[src/logic/serial_cfg.svh]
// build-time sizes of the 3-wire master, shared by package and modules
// half period counts in_clk cycles, so the serial clock is in_clk / (2 * half period)
// channel count must stay well below the word length, the collector relies on it
`ifndef SERIAL_CFG_SVH
`define SERIAL_CFG_SVH

// bits per serial word
`define SERIAL_BITS 8

// number of independent channels / engines
`define SERIAL_CHANNELS 4

// in_clk cycles per serial clock half period, at least 1
`define SERIAL_HALF_PERIOD 4

// 1: low bit goes out first, 0: high bit first
`define SERIAL_LOWBIT_FIRST 1

`endif

[src/logic/serial_pkg.sv]
// types shared by all blocks of the 3-wire master
// widths follow the macros in the cfg header
`default_nettype none

`include "serial_cfg.svh"

package serial_pkg;

	// one serial data word
	typedef logic [`SERIAL_BITS-1 : 0] t_word;

	// channel number
	typedef logic [$clog2(`SERIAL_CHANNELS)-1 : 0] t_chan;

	// engine states, idle or shifting a word
	typedef enum logic [0 : 0] {
		serial_ready    = 1'b0,
		serial_transmit = 1'b1
	} t_serial_state;

endpackage

`default_nettype wire

[src/logic/serial_tickgen.sv]
// shared serial clock phase generator for all channels
// strobes run freely from reset on, engines only pick the ones they need
`timescale 1ns/100ps
`default_nettype none

`include "serial_cfg.svh"

module serial_tickgen (
	input  wire  in_clk,
	input  wire  in_rst,
	output logic fall_tick,
	output logic rise_tick
);

	localparam int cnt_w = $clog2(`SERIAL_HALF_PERIOD + 1);

	// cycles within the current half period
	logic [cnt_w-1 : 0] cnt;
	// high half of the serial clock, idles high like sclk
	logic phase;
	logic wrap;

	assign wrap = cnt == cnt_w'(`SERIAL_HALF_PERIOD - 1);

	always_ff @(posedge in_clk) begin
		if (in_rst) begin
			cnt       <= '0;
			phase     <= 1'b1;
			fall_tick <= 1'b0;
			rise_tick <= 1'b0;
		end else begin
			// strobe marks entry into the new half
			fall_tick <= wrap & phase;
			rise_tick <= wrap & ~phase;
			if (wrap) begin
				cnt   <= '0;
				phase <= ~phase;
			end else begin
				cnt <= cnt + 1'b1;
			end
		end
	end

endmodule

`default_nettype wire

[src/logic/serial_dispatch.sv]
// one pending word per channel between host and engines
// writes to a full slot are dropped, the host has to watch free
`timescale 1ns/100ps
`default_nettype none

`include "serial_cfg.svh"

module serial_dispatch (
	input  wire                      in_clk,
	input  wire                      in_rst,
	input  wire                      wr,
	input  serial_pkg::t_chan        wr_chan,
	input  serial_pkg::t_word        wr_data,
	input  wire [`SERIAL_CHANNELS-1 : 0] take,
	output logic [`SERIAL_CHANNELS-1 : 0] free,
	output logic [`SERIAL_CHANNELS-1 : 0] enable,
	output serial_pkg::t_word        word [`SERIAL_CHANNELS]
);

	import serial_pkg::*;

	// slot holds a word
	logic [`SERIAL_CHANNELS-1 : 0] valid;
	// slot contents
	t_word slot [`SERIAL_CHANNELS];
	// accepted host write, per channel
	logic [`SERIAL_CHANNELS-1 : 0] load;

	always_comb begin
		for (int i = 0; i < `SERIAL_CHANNELS; i++) begin
			load[i] = wr & (wr_chan == t_chan'(i)) & ~valid[i];
		end
	end

	always_ff @(posedge in_clk) begin
		if (in_rst) begin
			valid <= '0;
		end else begin
			// take and load never meet, take needs a full slot
			valid <= (valid & ~take) | load;
		end
	end

	always_ff @(posedge in_clk) begin
		for (int i = 0; i < `SERIAL_CHANNELS; i++) begin
			if (load[i]) begin
				slot[i] <= wr_data;
			end
		end
	end

	assign enable = valid;
	assign free   = ~valid;
	assign word   = slot;

endmodule

`default_nettype wire

[src/logic/serial_engine.sv]
// one 3-wire channel, mode with serial clock idling high
// mosi changes on falling sclk, miso is sampled on rising sclk
// sclk keeps running across words while enable is high at the word end
`timescale 1ns/100ps
`default_nettype none

`include "serial_cfg.svh"

module serial_engine (
	input  wire               in_clk,
	input  wire               in_rst,
	input  wire               fall_tick,
	input  wire               rise_tick,
	input  wire               enable,
	input  serial_pkg::t_word word,
	output logic              take,
	output logic              done,
	output serial_pkg::t_word rx_word,
	output logic              sclk,
	output logic              mosi,
	input  wire               miso
);

	import serial_pkg::*;

	localparam int ctr_w = $clog2(`SERIAL_BITS);

	t_serial_state state;
	logic [ctr_w-1 : 0] bit_ctr;
	// word being shifted out
	t_word tx_reg;
	// word being assembled from miso
	t_word rx_reg;

	// tick decode
	logic last_bit;
	logic start;
	logic finish;
	logic shift;
	logic sample;

	// counter position to word bit, per bit order
	function automatic logic [ctr_w-1 : 0] map_idx(input logic [ctr_w-1 : 0] ctr);
		if (`SERIAL_LOWBIT_FIRST == 1) begin
			return ctr;
		end
		return ctr_w'(`SERIAL_BITS - 1) - ctr;
	endfunction

	assign last_bit = (state == serial_transmit) & (bit_ctr == ctr_w'(`SERIAL_BITS - 1));

	// new word, either from idle or straight after the last bit
	assign start  = fall_tick & enable & ((state == serial_ready) | last_bit);
	assign finish = fall_tick & last_bit;
	assign shift  = fall_tick & (state == serial_transmit) & ~last_bit;
	assign sample = rise_tick & (state == serial_transmit);

	always_ff @(posedge in_clk) begin
		if (in_rst) begin
			state   <= serial_ready;
			bit_ctr <= '0;
			sclk    <= 1'b1;
			mosi    <= 1'b1;
			take    <= 1'b0;
			done    <= 1'b0;
		end else begin
			take <= start;
			done <= finish;
			if (start) begin
				// first bit goes out with the falling edge
				state   <= serial_transmit;
				bit_ctr <= '0;
				sclk    <= 1'b0;
				mosi    <= word[map_idx('0)];
			end else if (finish) begin
				// nothing waiting, park lines high
				state <= serial_ready;
				sclk  <= 1'b1;
				mosi  <= 1'b1;
			end else if (shift) begin
				bit_ctr <= bit_ctr + 1'b1;
				sclk    <= 1'b0;
				mosi    <= tx_reg[map_idx(ctr_w'(bit_ctr + 1'b1))];
			end else if (sample) begin
				sclk <= 1'b1;
			end
		end
	end

	always_ff @(posedge in_clk) begin
		if (start) begin
			tx_reg <= word;
		end
		// device drives miso after falling sclk, stable here
		if (sample) begin
			rx_reg[map_idx(bit_ctr)] <= miso;
		end
		// last bit was sampled on the preceding rise
		if (finish) begin
			rx_word <= rx_reg;
		end
	end

endmodule

`default_nettype wire

[src/logic/serial_collect.sv]
// merges received words of all channels into one stream, lowest channel wins
// no back-pressure, one holding register per channel is enough
// since a channel finishes at most once per word time
`timescale 1ns/100ps
`default_nettype none

`include "serial_cfg.svh"

module serial_collect (
	input  wire                      in_clk,
	input  wire                      in_rst,
	input  wire [`SERIAL_CHANNELS-1 : 0] done,
	input  serial_pkg::t_word        rx_word [`SERIAL_CHANNELS],
	output logic                     rx_valid,
	output serial_pkg::t_chan        rx_chan,
	output serial_pkg::t_word        rx_data
);

	import serial_pkg::*;

	logic [`SERIAL_CHANNELS-1 : 0] pending;
	t_word hold [`SERIAL_CHANNELS];

	// a fresh done competes in the same cycle
	logic [`SERIAL_CHANNELS-1 : 0] req;
	logic  sel_hit;
	t_chan sel;
	t_word sel_data;

	assign req = pending | done;

	// priority encoder, descending loop leaves the lowest request
	always_comb begin
		sel_hit  = 1'b0;
		sel      = '0;
		sel_data = '0;
		for (int i = `SERIAL_CHANNELS - 1; i >= 0; i--) begin
			if (req[i]) begin
				sel_hit  = 1'b1;
				sel      = t_chan'(i);
				// held word is older than the one just finished
				sel_data = pending[i] ? hold[i] : rx_word[i];
			end
		end
	end

	always_ff @(posedge in_clk) begin
		if (in_rst) begin
			pending  <= '0;
			rx_valid <= 1'b0;
		end else begin
			rx_valid <= sel_hit;
			for (int i = 0; i < `SERIAL_CHANNELS; i++) begin
				if (done[i]) begin
					// bypassed straight out only if nothing older was held
					pending[i] <= ~(sel_hit & (sel == t_chan'(i)) & ~pending[i]);
				end else if (sel_hit & (sel == t_chan'(i))) begin
					pending[i] <= 1'b0;
				end
			end
		end
	end

	always_ff @(posedge in_clk) begin
		for (int i = 0; i < `SERIAL_CHANNELS; i++) begin
			if (done[i]) begin
				hold[i] <= rx_word[i];
			end
		end
		if (sel_hit) begin
			rx_chan <= sel;
			rx_data <= sel_data;
		end
	end

endmodule

`default_nettype wire

[src/logic/serial_bus.sv]
// multi-channel 3-wire master, host side writes words, reads tagged replies
// all sclk lines share one phase, idle high, no chip selects
`timescale 1ns/100ps
`default_nettype none

`include "serial_cfg.svh"

module serial_bus (
	input  wire                      in_clk,
	input  wire                      in_rst,
	input  wire                      wr,
	input  serial_pkg::t_chan        wr_chan,
	input  serial_pkg::t_word        wr_data,
	output logic [`SERIAL_CHANNELS-1 : 0] free,
	output logic                     rx_valid,
	output serial_pkg::t_chan        rx_chan,
	output serial_pkg::t_word        rx_data,
	output logic [`SERIAL_CHANNELS-1 : 0] sclk,
	output logic [`SERIAL_CHANNELS-1 : 0] mosi,
	input  wire [`SERIAL_CHANNELS-1 : 0] miso
);

	import serial_pkg::*;

	// shared serial clock phase
	logic fall_tick;
	logic rise_tick;

	// dispatch to engines
	logic [`SERIAL_CHANNELS-1 : 0] enable;
	logic [`SERIAL_CHANNELS-1 : 0] take;
	t_word word [`SERIAL_CHANNELS];

	// engines to collector
	logic [`SERIAL_CHANNELS-1 : 0] done;
	t_word rx_word [`SERIAL_CHANNELS];

	serial_tickgen u_tickgen (
		.in_clk    (in_clk),
		.in_rst    (in_rst),
		.fall_tick (fall_tick),
		.rise_tick (rise_tick)
	);

	serial_dispatch u_dispatch (
		.in_clk  (in_clk),
		.in_rst  (in_rst),
		.wr      (wr),
		.wr_chan (wr_chan),
		.wr_data (wr_data),
		.take    (take),
		.free    (free),
		.enable  (enable),
		.word    (word)
	);

	// one engine per channel
	for (genvar i = 0; i < `SERIAL_CHANNELS; i++) begin : g_chan
		serial_engine u_engine (
			.in_clk    (in_clk),
			.in_rst    (in_rst),
			.fall_tick (fall_tick),
			.rise_tick (rise_tick),
			.enable    (enable[i]),
			.word      (word[i]),
			.take      (take[i]),
			.done      (done[i]),
			.rx_word   (rx_word[i]),
			.sclk      (sclk[i]),
			.mosi      (mosi[i]),
			.miso      (miso[i])
		);
	end

	serial_collect u_collect (
		.in_clk   (in_clk),
		.in_rst   (in_rst),
		.done     (done),
		.rx_word  (rx_word),
		.rx_valid (rx_valid),
		.rx_chan  (rx_chan),
		.rx_data  (rx_data)
	);

endmodule

`default_nettype wire

[config.mk]
export PLATFORM = sky130hd
export DESIGN_NAME = serial_bus
export DESIGN_NICKNAME = d
export VERILOG_FILES = /design/src/logic/serial_pkg.sv /design/src/logic/serial_tickgen.sv /design/src/logic/serial_dispatch.sv /design/src/logic/serial_engine.sv /design/src/logic/serial_collect.sv /design/src/logic/serial_bus.sv
export VERILOG_INCLUDE_DIRS = /design/src /design/src/logic
export SDC_FILE = /design/constraint.sdc
export NUM_CORES = 1
export LEC_CHECK = 0
export BUFFER_PORTS_ARGS = -buffer_cell sky130_fd_sc_hd__buf_2
export CORE_ASPECT_RATIO = 0.5
export CORE_MARGIN = 8
export CORE_UTILIZATION = 40
export CTS_CLUSTER_DIAMETER = 150
export DETAILED_ROUTE_END_ITERATION = 6
export PLACE_DENSITY_LB_ADDON = 0.1
export SLEW_MARGIN = 20
export SYNTH_ARGS = -nofsm -noshare
export SYNTH_HDL_FRONTEND = slang
export SYNTH_SLANG_ARGS = --single-unit
[constraint.sdc]
create_clock -name in_clk -period 2.4 [get_ports in_clk]
set_input_delay 0.24 -clock in_clk [delete_from_list [all_inputs] [get_ports in_clk]]
set_output_delay 0.24 -clock in_clk [all_outputs]
set_load 0.005 [all_outputs]
# ---- Yosys cells after proc, flatten, opt, wreduce, memory -nomap -nowiden
# Memory sizes are Yosys's and may differ from the RTL's.
# Cells that the tools add are included.
dict set report totals {
  ram_bits 32
  regBits 185
  wordCells 332
  n_memories 1
}
# memory words width rd rd_clocked_by_memory_dff wr line_no
set mem_list {}
lappend mem_list {u_collect.hold 4 8 4 0 4 serial_collect.sv:22} ;# t_word hold [`SERIAL_CHANNELS];
dict set report classes {
  magnitude_cmp 12
  n_addsub 13
  eq_ne 11
  bitwise_logic 80
  reduce_logical 31
  n_mux 132
}
# cell count
set op_table {}
lappend op_table {{two-way mux 3 bit} 28}
lappend op_table {{two-way mux 1 bit} 80}
lappend op_table {{two-way mux 8 bit} 8}
lappend op_table {{bitwise AND 1 bit} 46}
lappend op_table {{bitwise mux 8 bit} 4}
lappend op_table {{less-than comparator 3 x 4 -> 1 bit (second input constant)} 8}
lappend op_table {{inverter 1 bit} 25}
lappend op_table {{subtractor 3 bit (first input constant)} 8}
lappend op_table {{nonzero test 2 bit} 8}
lappend op_table {{nonzero test 4 bit} 4}
lappend op_table {{adder 3 x 1 -> 3 bit (second input constant)} 5}
lappend op_table {{binary-select mux 1 bit (select 3 bit)} 4}
lappend op_table {{demux 1 bit (select 3 bit)} 4}
lappend op_table {{== test 3 bit (second input constant)} 4}
lappend op_table {{>= comparator 3 x 1 -> 1 bit (second input constant)} 4}
lappend op_table {{nonzero test 3 bit} 4}
lappend op_table {{OR reduction 2 bit} 5}
lappend op_table {{== test 2 bit (second input constant)} 4}
lappend op_table {{two-way mux 2 bit} 4}
lappend op_table {{inverter 4 bit} 2}
lappend op_table {{OR 4 bit} 2}
lappend op_table {{AND reduction 2 bit} 4}
lappend op_table {{bitwise AND 4 bit} 1}
lappend op_table {{== test 2 x 1 -> 1 bit (second input constant)} 2}
lappend op_table {{other kinds (4)} 11}

# ---- Longest topological paths before layout
# Gate-level depths: netlist (run 1).
dict set report depth {
  word_depth 18
  mapped_depth 7
  ltp_nobuf 6
}

# ---- By module
# A second synthesis (run 1) with hierarchy kept.
dict set report unflattened {
  hier_cells 553
  area_unflattened_um2 8265.4
}
# module seq_area_each_um2 cells_per_inst area_each_um2 n_inst
set modules_own_cells {}
lappend modules_own_cells {{serial_engine (g_chan[0].u_engine ...)} 880.8 81 1197.4 3}
lappend modules_own_cells {serial_collect 1361.3 157 2079.5 1}
lappend modules_own_cells {{serial_engine (g_chan[3].u_engine)} 880.8 83 1219.9 1}
lappend modules_own_cells {serial_dispatch 1041.0 54 1174.9 1}
lappend modules_own_cells {serial_tickgen 120.1 16 198.9 1}

# ---- Least setup slack after synthesis (run 1)
# No wires, ideal clock.
dict set report synth_timing {
  path_type {register -> register}
  from {reg u_dispatch.valid[0], in the netlist u_dispatch.enable[0]}
  to {reg u_dispatch.slot (netlist bit u_dispatch.word[24]), enable pin}
  arrival_ps 1359
  setup_slack_ps 640
  path_stages_with_launch 2
  period_less_slack_ps 1760
  required_ps 1999
  setup_time_ps 401
  cell_sequence {dfxtp_1 nor4b_1}
}
dict set report synth_via {
  elab_chain_cells 2
}
# element line_no
set synth_lines {}
lappend synth_lines {{start: declaration} serial_dispatch.sv:23} ;# logic [`SERIAL_CHANNELS-1 : 0] valid;
lappend synth_lines {{start signal: assignment} serial_dispatch.sv:40} ;# valid <= (valid & ~take) | load;
lappend synth_lines {{inverter 1 bit} serial_dispatch.sv:31} ;# load[i] = wr & (wr_chan == t_chan'(i)) & ~valid[i];
lappend synth_lines {{bitwise AND 1 bit} serial_dispatch.sv:31}
lappend synth_lines {{named net u_dispatch.load[0]} serial_dispatch.sv:27} ;# logic [`SERIAL_CHANNELS-1 : 0] load;
lappend synth_lines {{end signal: indexed assignment} serial_dispatch.sv:47} ;# slot[i] <= wr_data;
lappend synth_lines {{end: declaration} serial_dispatch.sv:25} ;# t_word slot [`SERIAL_CHANNELS];
# The timed path passes the listed nets, and every way through them passes these cells.
# A chain may end at the register's enable or synchronous reset.

# ---- Worst setup path after layout (run 1)
dict set report layout_timing {
  from {reg g_chan[0].u_engine.bit_ctr[0]}
  to {reg g_chan[0].u_engine.tx_reg[4], enable pin}
}
dict set report layout_via {
  elab_chain_cells 4
}
# element line_no
set layout_lines {}
lappend layout_lines {{start: declaration} serial_engine.sv:29} ;# logic [ctr_w-1 : 0] bit_ctr;
lappend layout_lines {{start signal: assignment} serial_engine.sv:81} ;# bit_ctr <= bit_ctr + 1'b1;
lappend layout_lines {{== test 3 bit} serial_engine.sv:50} ;# assign last_bit = (state == serial_transmit) & (bit_ctr == ctr_w'(`SERIAL_BITS - 1));
lappend layout_lines {{bitwise AND 1 bit} serial_engine.sv:50}
lappend layout_lines {{OR 1 bit} serial_engine.sv:53} ;# assign start = fall_tick & enable & ((state == serial_ready) | last_bit);
lappend layout_lines {{bitwise AND 1 bit} serial_engine.sv:53}
lappend layout_lines {{named net g_chan[0].u_engine.start} serial_engine.sv:37} ;# logic start;
lappend layout_lines {{end signal: assignment} serial_engine.sv:92} ;# tx_reg <= word;
lappend layout_lines {{end: declaration} serial_engine.sv:31} ;# t_word tx_reg;
# The timed path passes the listed nets, and every way through them passes these cells.

==> qor.yml, run 1 <==
pwr:
  switching_power_mw: 1.44
  powerDensity_nw_per_um2: 821
  intPower_mw: 6.34
  p_leak_nw: 3.15
  clkPwrFrac_pct: 46.2
  power_frac_seq_pct: 52.3
  swShare_pct: 18.5
  power_frac_comb_pct: 1.5
  vdd_ir_drop_max_mv: 0.375
synthesis:
  synth.area.top_cells: "edfxtp_1 62%, dfxtp_1 11%, nor2_1 2.3%"
  synth_nets: 584
  ys_ff_latch: 217
  yosys-top-cells-count: "170 x edfxtp_1, 50 x nor2_1, 47 x dfxtp_1"
  synth_top_area_share_pct: 62.1
  post-synth-top-count-cell: "edfxtp_1"
  synth_cell_types: 48
  synth_async_sr_flop_share_pct: 0
  ys.flop_type: "edfxtp_1"
  synth_edf_count: 170
  synth_cells: 557
  synth_warnings: 0
  synth_top_cell_by_area: "edfxtp_1"
  syn_avg_cell_area_um2: 14.7
  netlist_area_um2: 8210
  synth_seq_area_share_pct: 73.6
global_routing:
  grt_pass1_vias: 4350
  met1_usage_pct: 17.8
  grt_use_met2_pct: 16.7
  grt_max_degree: 40
  antenna_found_initial: 0
  gr-usage-met3_pct: 2.72
  grt.total_usage_pct: 11.8
  grt_first_pass_wirelength_um: 24400
  grt.busiest_layer: "met1"
  grt_overflow: 0
clock_network:
  post_cts_buffers: 0
  clkSlewWorstSetupHoldPaths_ns: 0.07
  cts_sinks: 217
  clockBufferDepth: 3
  cts-hold-fix-buffers: 6
  cts_buffers: 21
  cts-htree-levels: 1
  clock_latency_ns: 0.49
  cts_resized: 0
  cts_root_buf: "clkbuf_16"
  cts_tree: "done"
timing:
  fin_crit_sh_pct: 82.9
  worst_pin_slew_ns: 0.723
  finClkSkew_ns: 0.0119
  tns_ns: 0
  relSlewSlack_pct: 51.6
  setup_viol: 0
  hold_viol: 0
  fmax_mhz: 503
  worst_slack_ns: 0.411
  fin_hold_ws_ns: 0.0186
  fin_crit_ns: 1.99
  rsz0062_at_grt: "no"
  slew_violations: 0
floorplanning:
  initial_utilization_pct: 40.4
  fp.coreArea_um2: 20300
  die_y_um: 117
  die_x_um: 219
  rows: 37
  num_io_pins: 40
  die-area_um2: 25700
critical_path:
  worstPathRequired_ns: 2.53
  r2r-end: "g_chan[0].u_engine.tx_reg[4]$_DFFE_PP_"
  path_class: "flip-flop to flip-flop"
  reg2reg_from: "g_chan[0].u_engine.bit_ctr[0]$_SDFFE_PP0P_"
  crit_path_start_kind: "flip-flop"
  ff2ff_path_depth: 4
  crit_arrival_ns: 2.12
  crit_fanout: 8
  reg2reg_slack_ns: 0.41
  crit_path_end_kind: "flip-flop"
min_path:
  worstHoldStart: "wr_data[1]"
  hold_depth: 1
  hp-class: "primary input to flip-flop"
  whs_endpoint: "u_dispatch.word[17]$_DFFE_PP_"
routing:
  drc: 0
  drt-pass1-iter-count: 4
  ant_nets: 0
  wl_per_cell_um: 17.0
  wirelength_um: 15100
  first_iter_violations: 206
  num_vias: 4357
  vias_per_cell: 4.90
final_layout:
  area_growth_pct: 15.4
  antenna_cells: 0
  multi_input_area_um2: 1930
  stdcell_area_um2: 9480
  filler_cell_count: 1791
  fin_nets: 630
  drive_gt1_share_pct: 16.9
  regArea_um2: 6050
placement:
  gp_congestion: 0.734
  post-place-ws_ns: 0.416
  portBuffers: 39
  dp_hpwl_um: 10700
  placed_area_um2: 8660
job:
  drv_cap: 0
run_status:
  status: "complete, no violations"
==> layer usage <==
metal	vias up	routed length, µm
met1	2082	7940
met5	-	0
li1	2177	-
met4	0	276
met3	23	688
met2	75	6190
==> power groups by stage <==
stage | combinational, mW | sequential, mW | clock, mW
2_1_floorplan | 0.0540 | 4.14 | 0
3_3_place_gp | 0.105 | 4.15 | 0
3_5_place_dp | 0.108 | 4.15 | 0
4_1_cts | 0.116 | 4.07 | 3.69
5_1_grt | 0.128 | 4.07 | 3.85
6_report | 0.114 | 4.07 | 3.60
==> through the flow <==
step,cells,utilization (%),power [mW]
2_1_floorplan,557,-,4.20
3_3_place_gp,846,42.6,4.26
6_report,890,46.7,7.78
3_5_place_dp,846,42.6,4.26
5_1_grt,890,46.7,8.05
4_1_cts,889,46.6,7.88
==> layout make-up <==
cell class	count	area share, %
Tap cell	273	3.60
Sequential cell	217	63.8
Clock buffer	23	5.62
Timing Repair Buffer	58	3.75
Clock inverter	14	2.32
Multi-Input combinational cell	290	20.3
Inverter	15	0.594
==> layout by cell type, fill, tap and decap left out, types with 3 or more instances in the layout <==
cell           Yosys  layout
edfxtp_1         170     170
and3_1            10      10
mux2i_1            9       9
or3b_2             4       4
a32oi_1            6       6
inv_1             15      15
clkinv_1           0       3
dlygate4sd3_1      0       7
o21ai_0            8       8
bufinv_16          0       6
mux4_1             4       4
o211ai_1           4       4
nor2_1            50      50
nor3_1            18      18
a21oi_1           24      24
nand3b_1           5       5
nand2b_1           9       9
mux4_2             4       4
nand3_1            6       6
nand2_1           44      44
buf_2              4      39
nor3b_1            5       5
dfxtp_1           47      47
a22oi_1            6       6
or2_1              3       3
o221a_2            4       4
buf_4              8      12
ha_1              10      10
mux2_2             4       4
a211o_1            6       6
a221oi_1           8       8
o21ai_1            4       4
nor2b_1            9       9
clkbuf_16          0      21
a21o_1             8       8
clkinv_2           0       4
==> cells by family (layout without fill, tap and decap cells) <==
family	after synthesis	count (layout)	synth area share, %
buf+inv	50	110	2.99
xor+xnor	1	1	0.107
simple gates	170	170	10.1
compound gates	88	88	7.62
flops	217	217	73.6
fa+ha+maj	10	10	1.52
mux	21	21	4.02
==> critical path, cell delays in order, from the launching register on <==
cell     delay (ns)
dfxtp_1        0.54
ha_1           0.21
ha_1           0.18
nor2b_1        0.10
nor2_1         0.58
==> how the worst max path moves through the flow <==
stage | start | to | cells past startpoint
2_1_floorplan | u_dispatch.enable[0]$_SDFF_PP0_ | u_dispatch.word[24]$_DFFE_PP_ | 1
3_3_place_gp | g_chan[1].u_engine.done$_SDFF_PP0_ | u_collect.rx_valid$_SDFF_PP0_ | 4
3_5_place_dp | g_chan[0].u_engine.bit_ctr[0]$_SDFFE_PP0P_ | g_chan[0].u_engine.tx_reg[4]$_DFFE_PP_ | 4
4_1_cts | g_chan[0].u_engine.bit_ctr[0]$_SDFFE_PP0P_ | g_chan[0].u_engine.tx_reg[4]$_DFFE_PP_ | 4
5_1_grt | g_chan[1].u_engine.bit_ctr[0]$_SDFFE_PP0P_ | g_chan[1].u_engine.tx_reg[7]$_DFFE_PP_ | 4
6_report | g_chan[0].u_engine.bit_ctr[0]$_SDFFE_PP0P_ | g_chan[0].u_engine.tx_reg[4]$_DFFE_PP_ | 4
Note: power is estimated with default switching activity, not from simulation.
==> run 2, diff against run 1 <==
Clock period 2.4 ns to 2 ns, I/O delays scaled along.
==> qor.yml, run 2 (synthesized netlist as in run 1, its figures left out) <==
timing:
  tns_ns: 0  # unchanged
  finClkSkew_ns: 0.0163  # was 0.0119 ns
  fin_hold_ws_ns: 0.124  # was 0.0186 ns
  fin_crit_sh_pct: 89.7  # was 82.9%
  fmax_mhz: 558  # was 503 MHz
  slew_violations: 0  # unchanged
  relSlewSlack_pct: 66.7  # was 51.6%
  fin_crit_ns: 1.79  # was 1.99 ns
  rsz0062_at_grt: "no"  # unchanged
  worst_pin_slew_ns: 0.498  # was 0.723 ns
  setup_viol: 0  # unchanged
  worst_slack_ns: 0.207  # was 0.411 ns
  hold_viol: 0  # unchanged
floorplanning:
  fp.coreArea_um2: 20300  # unchanged
  die-area_um2: 25700  # unchanged
  die_x_um: 219  # unchanged
  num_io_pins: 40  # unchanged
  die_y_um: 117  # unchanged
  rows: 37  # unchanged
  initial_utilization_pct: 40.4  # unchanged
final_layout:
  layout_common_cells: "170 x edfxtp_1, 50 x nor2_1, 47 x dfxtp_1"  # unchanged
  area_growth_pct: 16.8  # was 15.4%
  fin_nets: 654  # was 630
  final_common_cell: "edfxtp_1"  # unchanged
  drive_gt1_share_pct: 18.7  # was 16.9%
  antenna_cells: 0  # unchanged
critical_path:
  crit_path_start_kind: "flip-flop"  # unchanged
  crit_arrival_ns: 1.94  # was 2.12 ns
  cp_common_cell: "ha_1"  # unchanged
  cp_cell_sequence: "ha_1 -> ha_1 -> nand2b_1 -> and3_1"  # was ha_1 -> ha_1 -> nor2b_1 -> nor2_1
  path_class: "flip-flop to flip-flop"  # unchanged
  slowest_delay_ns: 0.53  # was 0.58 ns
  crit_path_end_kind: "flip-flop"  # unchanged
  worstPathRequired_ns: 2.15  # was 2.53 ns
  crit_fanout: 9  # was 8
  slowest_stage: "dfxtp_1"  # was nor2_1
clock_network:
  cts_tree: "done"  # unchanged
  post_cts_buffers: 0  # unchanged
  clkSlewWorstSetupHoldPaths_ns: 0.06  # was 0.07 ns
  cts_sinks: 217  # unchanged
  cts_resized: 0  # unchanged
  cts_root_buf: "clkbuf_16"  # unchanged
  cts_buffers: 20  # was 21
  cts-htree-levels: 1  # unchanged
  clock_latency_ns: 0.49  # about the same
  clockBufferDepth: 3  # unchanged
routing:
  drc: 0  # unchanged
  wl_per_cell_um: 16.9  # was 17.0 µm
  num_vias: 4428  # was 4357
  ant_nets: 0  # unchanged
  vias_per_cell: 4.84  # was 4.90
  drt-pass1-iter-count: 4  # unchanged
  wirelength_um: 15500  # was 15100 µm
  first_iter_violations: 214  # was 206
global_routing:
  grt_max_degree: 40  # unchanged
  grt_pass1_vias: 4406  # was 4350
  grt.total_usage_pct: 11.9  # was 11.8%
  grt_overflow: 0  # unchanged
  antenna_found_initial: 0  # unchanged
  grt_first_pass_wirelength_um: 24600  # was 24400 µm
pwr:
  vdd_ir_drop_max_mv: 0.499  # was 0.375 mV
  powerDensity_nw_per_um2: 919  # was 821 nW/µm²
  p_leak_nw: 3.23  # was 3.15 nW
placement:
  gp_congestion: 0.783  # was 0.734
  post-place-ws_ns: 0.192  # was 0.416 ns
  portBuffers: 39  # unchanged
  dp_hpwl_um: 11000  # was 10700 µm
run_status:
  status: "complete, no violations"  # unchanged
job:
  drv_cap: 0  # unchanged
min_path:
  hp-class: "primary input to flip-flop"  # unchanged
run 2: path summary, 6_finish.rpt:
kind                                                            startpoint                                      end  slack, ns  cells past startpoint
worst max-delay path            g_chan[2].u_engine.bit_ctr[0]$_SDFFE_PP0P_   g_chan[2].u_engine.tx_reg[7]$_DFFE_PP_       0.21                      4
worst min-delay path                                            wr_chan[0]          u_dispatch.enable[2]$_SDFF_PP0_       0.12                      4
worst max register to register  g_chan[2].u_engine.bit_ctr[0]$_SDFFE_PP0P_   g_chan[2].u_engine.tx_reg[7]$_DFFE_PP_       0.21                      4
worst min register to register      g_chan[0].u_engine.rx_reg[2]$_DFFE_PP_  g_chan[0].u_engine.rx_word[2]$_DFFE_PP_       0.41                      0
run 2: final cells by class:
class	instances	area [µm²]
flip-flops and latches	217	6050
clock buffers	28	562
well taps	273	342
fillers	1780	10700
inverters	15	56.3
multi-input cells	290	1930
repair buffers	83	568
clock inverters	8	87.6
run 2: metal layers:
layer	share of wire [%]	GRT usage, %
met1	54	18.2
met2	41	16.8
met3	3.7	2.51
met4	2.0	2.95
met5	0	0
run 2: repair_timing:
item                                   4_1_cts  5_1_grt
endpoints found under the hold margin       64        0
setup endpoints to repair                    0        0
hold buffers                                12        0
run 2: through the flow:
step                instance area (µm²)  power (mW)  utilization, %  cells
global placement                   8820        5.11            43.4    866
CTS                                9590        8.92            47.2    914
finish                             9590        8.81            47.2    914
global route                       9590        9.11            47.2    914
floorplan                          8210        5.04               -    557
detailed placement                 8820        5.12            43.4    866
run 2: power breakdown:
group	leakage [nW]	internal, mW	switching (mW)
combinational	0.998	0.0623	0.0883
sequential	1.92	4.86	0.0213
clock	0.316	2.22	1.56
run 2: worst max-delay path, delay by kind of cell, from the launching register on:
kind | cells | cell delay [ns]
DFF | 1 | 0.53
and+or+nand+nor | 2 | 0.57
adders and majority gates | 2 | 0.36
==> run 3, diff against run 2 <==
Settings changed: RECOVER_POWER from default to 100.
==> qor.yml, run 3 (synthesized netlist as in run 1, its figures left out) <==
critical_path:
  crit_path_end_kind: "flip-flop"  # unchanged
  crit_path_start_kind: "flip-flop"  # unchanged
  slowest_delay_ns: 0.37  # was 0.53 ns
  worstPathRequired_ns: 2.14  # was 2.15 ns
  slowest_stage: "clkbuf_1"  # was dfxtp_1
  crit_fanout: 8  # was 9
  cp_common_cell: "ha_1"  # unchanged
  path_class: "flip-flop to flip-flop"  # unchanged
  path_buf_inv: 2  # was 0
  crit_arrival_ns: 1.91  # was 1.94 ns
  crit_family: "buffers and inverters"  # was simple AND/OR/NAND/NOR gates
  cp_cell_sequence: "ha_1 -> ha_1 -> nor2b_1 -> clkbuf_2 -> nor2_1 -> clkbuf_1"  # was ha_1 -> ha_1 -> nand2b_1 -> and3_1
timing:
  finClkSkew_ns: 0.0149  # was 0.0163 ns
  worst_pin_slew_ns: 0.536  # was 0.498 ns
  fin_crit_sh_pct: 89.0  # was 89.7%
  fmax_mhz: 562  # was 558 MHz
  relSlewSlack_pct: 63.9  # was 66.7%
  setup_viol: 0  # unchanged
  fin_hold_ws_ns: 0.104  # was 0.124 ns
  hold_viol: 0  # unchanged
  fin_crit_ns: 1.78  # was 1.79 ns
  tns_ns: 0  # unchanged
  rsz0062_at_grt: "no"  # unchanged
  slew_violations: 0  # unchanged
global_routing:
  grt_pass1_vias: 4406  # unchanged
  grt_first_pass_wirelength_um: 24600  # unchanged
  grt_max_degree: 40  # unchanged
  antenna_found_initial: 0  # unchanged
  grt_overflow: 0  # unchanged
  grt.total_usage_pct: 11.9  # unchanged
clock_network:
  cts_root_buf: "clkbuf_16"  # unchanged
  clock_latency_ns: 0.48  # was 0.49 ns
  cts-htree-levels: 1  # unchanged
  cts_sinks: 217  # unchanged
  cts_buffers: 20  # unchanged
  clkSlewWorstSetupHoldPaths_ns: 0.06  # about the same
  cts_tree: "done"  # unchanged
  clockBufferDepth: 3  # unchanged
floorplanning:
  die_y_um: 117  # unchanged
  die_x_um: 219  # unchanged
  num_io_pins: 40  # unchanged
  die-area_um2: 25700  # unchanged
  rows: 37  # unchanged
  fp.coreArea_um2: 20300  # unchanged
  initial_utilization_pct: 40.4  # unchanged
placement:
  gp_congestion: 0.783  # unchanged
  placed_area_um2: 8820  # unchanged
  placedCellCount: 866  # unchanged
  dp_hpwl_um: 11000  # unchanged
  portBuffers: 39  # unchanged
final_layout:
  area_growth_pct: 15.4  # was 16.8%
  fin_nets: 654  # unchanged
  antenna_cells: 0  # unchanged
  drive_gt1_share_pct: 11.2  # was 18.7%
  final_cells: 914  # unchanged
  layout_common_cells: "170 x edfxtp_1, 50 x nor2_1, 49 x clkbuf_1"  # was 170 x edfxtp_1, 50 x nor2_1, 47 x dfxtp_1
  stdcell_area_um2: 9480  # was 9590 µm²
  final_common_cell: "edfxtp_1"  # unchanged
routing:
  num_vias: 4442  # was 4428
  drc: 0  # unchanged
  vias_per_cell: 4.86  # was 4.84
  ant_nets: 0  # unchanged
  wl_per_cell_um: 16.9  # about the same
  drt-pass1-iter-count: 4  # unchanged
  first_iter_violations: 224  # was 214
  wirelength_um: 15400  # was 15500 µm
pwr:
  p_leak_nw: 3.09  # was 3.23 nW
  vdd_ir_drop_max_mv: 0.498  # was 0.499 mV
  powerDensity_nw_per_um2: 929  # was 919 nW/µm²
job:
  drv_cap: 0  # unchanged
min_path:
  hp-class: "primary input to flip-flop"  # unchanged
run_status:
  status: "complete, no violations"  # unchanged
[run 3: cell types whose count changed in the layout (fill, tap and decap cells not counted), sizes merged]
cell    change
buf        -45
clkbuf     +45
[run 3: per-layer routing]
metal	share of wire, %	vias to the layer above	GRT usage (%)
met3	3.9	21	2.51
met5	0	-	0
met1	53	2114	18.2
li1	-	2230	-
met2	41	77	16.8
met4	1.9	0	2.95
[run 3: worst reg2reg max path, stage by stage (launching register included)]
cell	delay, ns
dfxtp_1	0.33
ha_1	0.15
ha_1	0.21
nor2b_1	0.06
clkbuf_2	0.17
nor2_1	0.13
clkbuf_1	0.37
[run 3: area by class of cell]
cell class                      instances  area, µm²
Clock buffer                           28        562
Clock inverter                          8       87.6
Fill cell                            1811      10800
Inverter                               15       56.3
Multi-Input combinational cell        290       1910
Sequential cell                       217       6050
Tap cell                              273        342
Timing Repair Buffer                   83        473
[run 3: where the power goes]
group          internal [mW]  switching [mW]  total, mW
Sequential              4.86          0.0207       4.88
Clock                   2.22            1.56       3.78
Combinational         0.0530          0.0870      0.140
[run 3: final timing paths]
path                                              startpoint  cells after the start  slack [ns]                                       to
setup / recovery  g_chan[1].u_engine.bit_ctr[0]$_SDFFE_PP0P_                      6        0.22   g_chan[1].u_engine.tx_reg[7]$_DFFE_PP_
hold reg to reg       g_chan[0].u_engine.rx_reg[2]$_DFFE_PP_                      0        0.41  g_chan[0].u_engine.rx_word[2]$_DFFE_PP_
setup reg to reg  g_chan[1].u_engine.bit_ctr[0]$_SDFFE_PP0P_                      6        0.22   g_chan[1].u_engine.tx_reg[7]$_DFFE_PP_
hold / removal                                    wr_chan[0]                      4        0.10          u_dispatch.enable[2]$_SDFF_PP0_
[run 3: through the flow]
| stage | power [mW] | util (%) | setup slack [ns] |
|---|---|---|---|
| after floorplan | 5.04 | - | 0.240 |
| after global placement | 5.11 | 43.4 | 0.248 |
| after detailed placement | 5.12 | 43.4 | 0.192 |
| after CTS | 8.92 | 47.2 | 0.185 |
| after global routing | 9.10 | 46.6 | 0.0765 |
| final | 8.80 | 46.6 | 0.220 |
[run 3: what timing repair did]
item | in CTS | in global routing
setup buffers | 0 | 0
hold buffers | 12 | 0
resized for setup | 0 | 0
endpoints found under the hold margin | 64 | 0
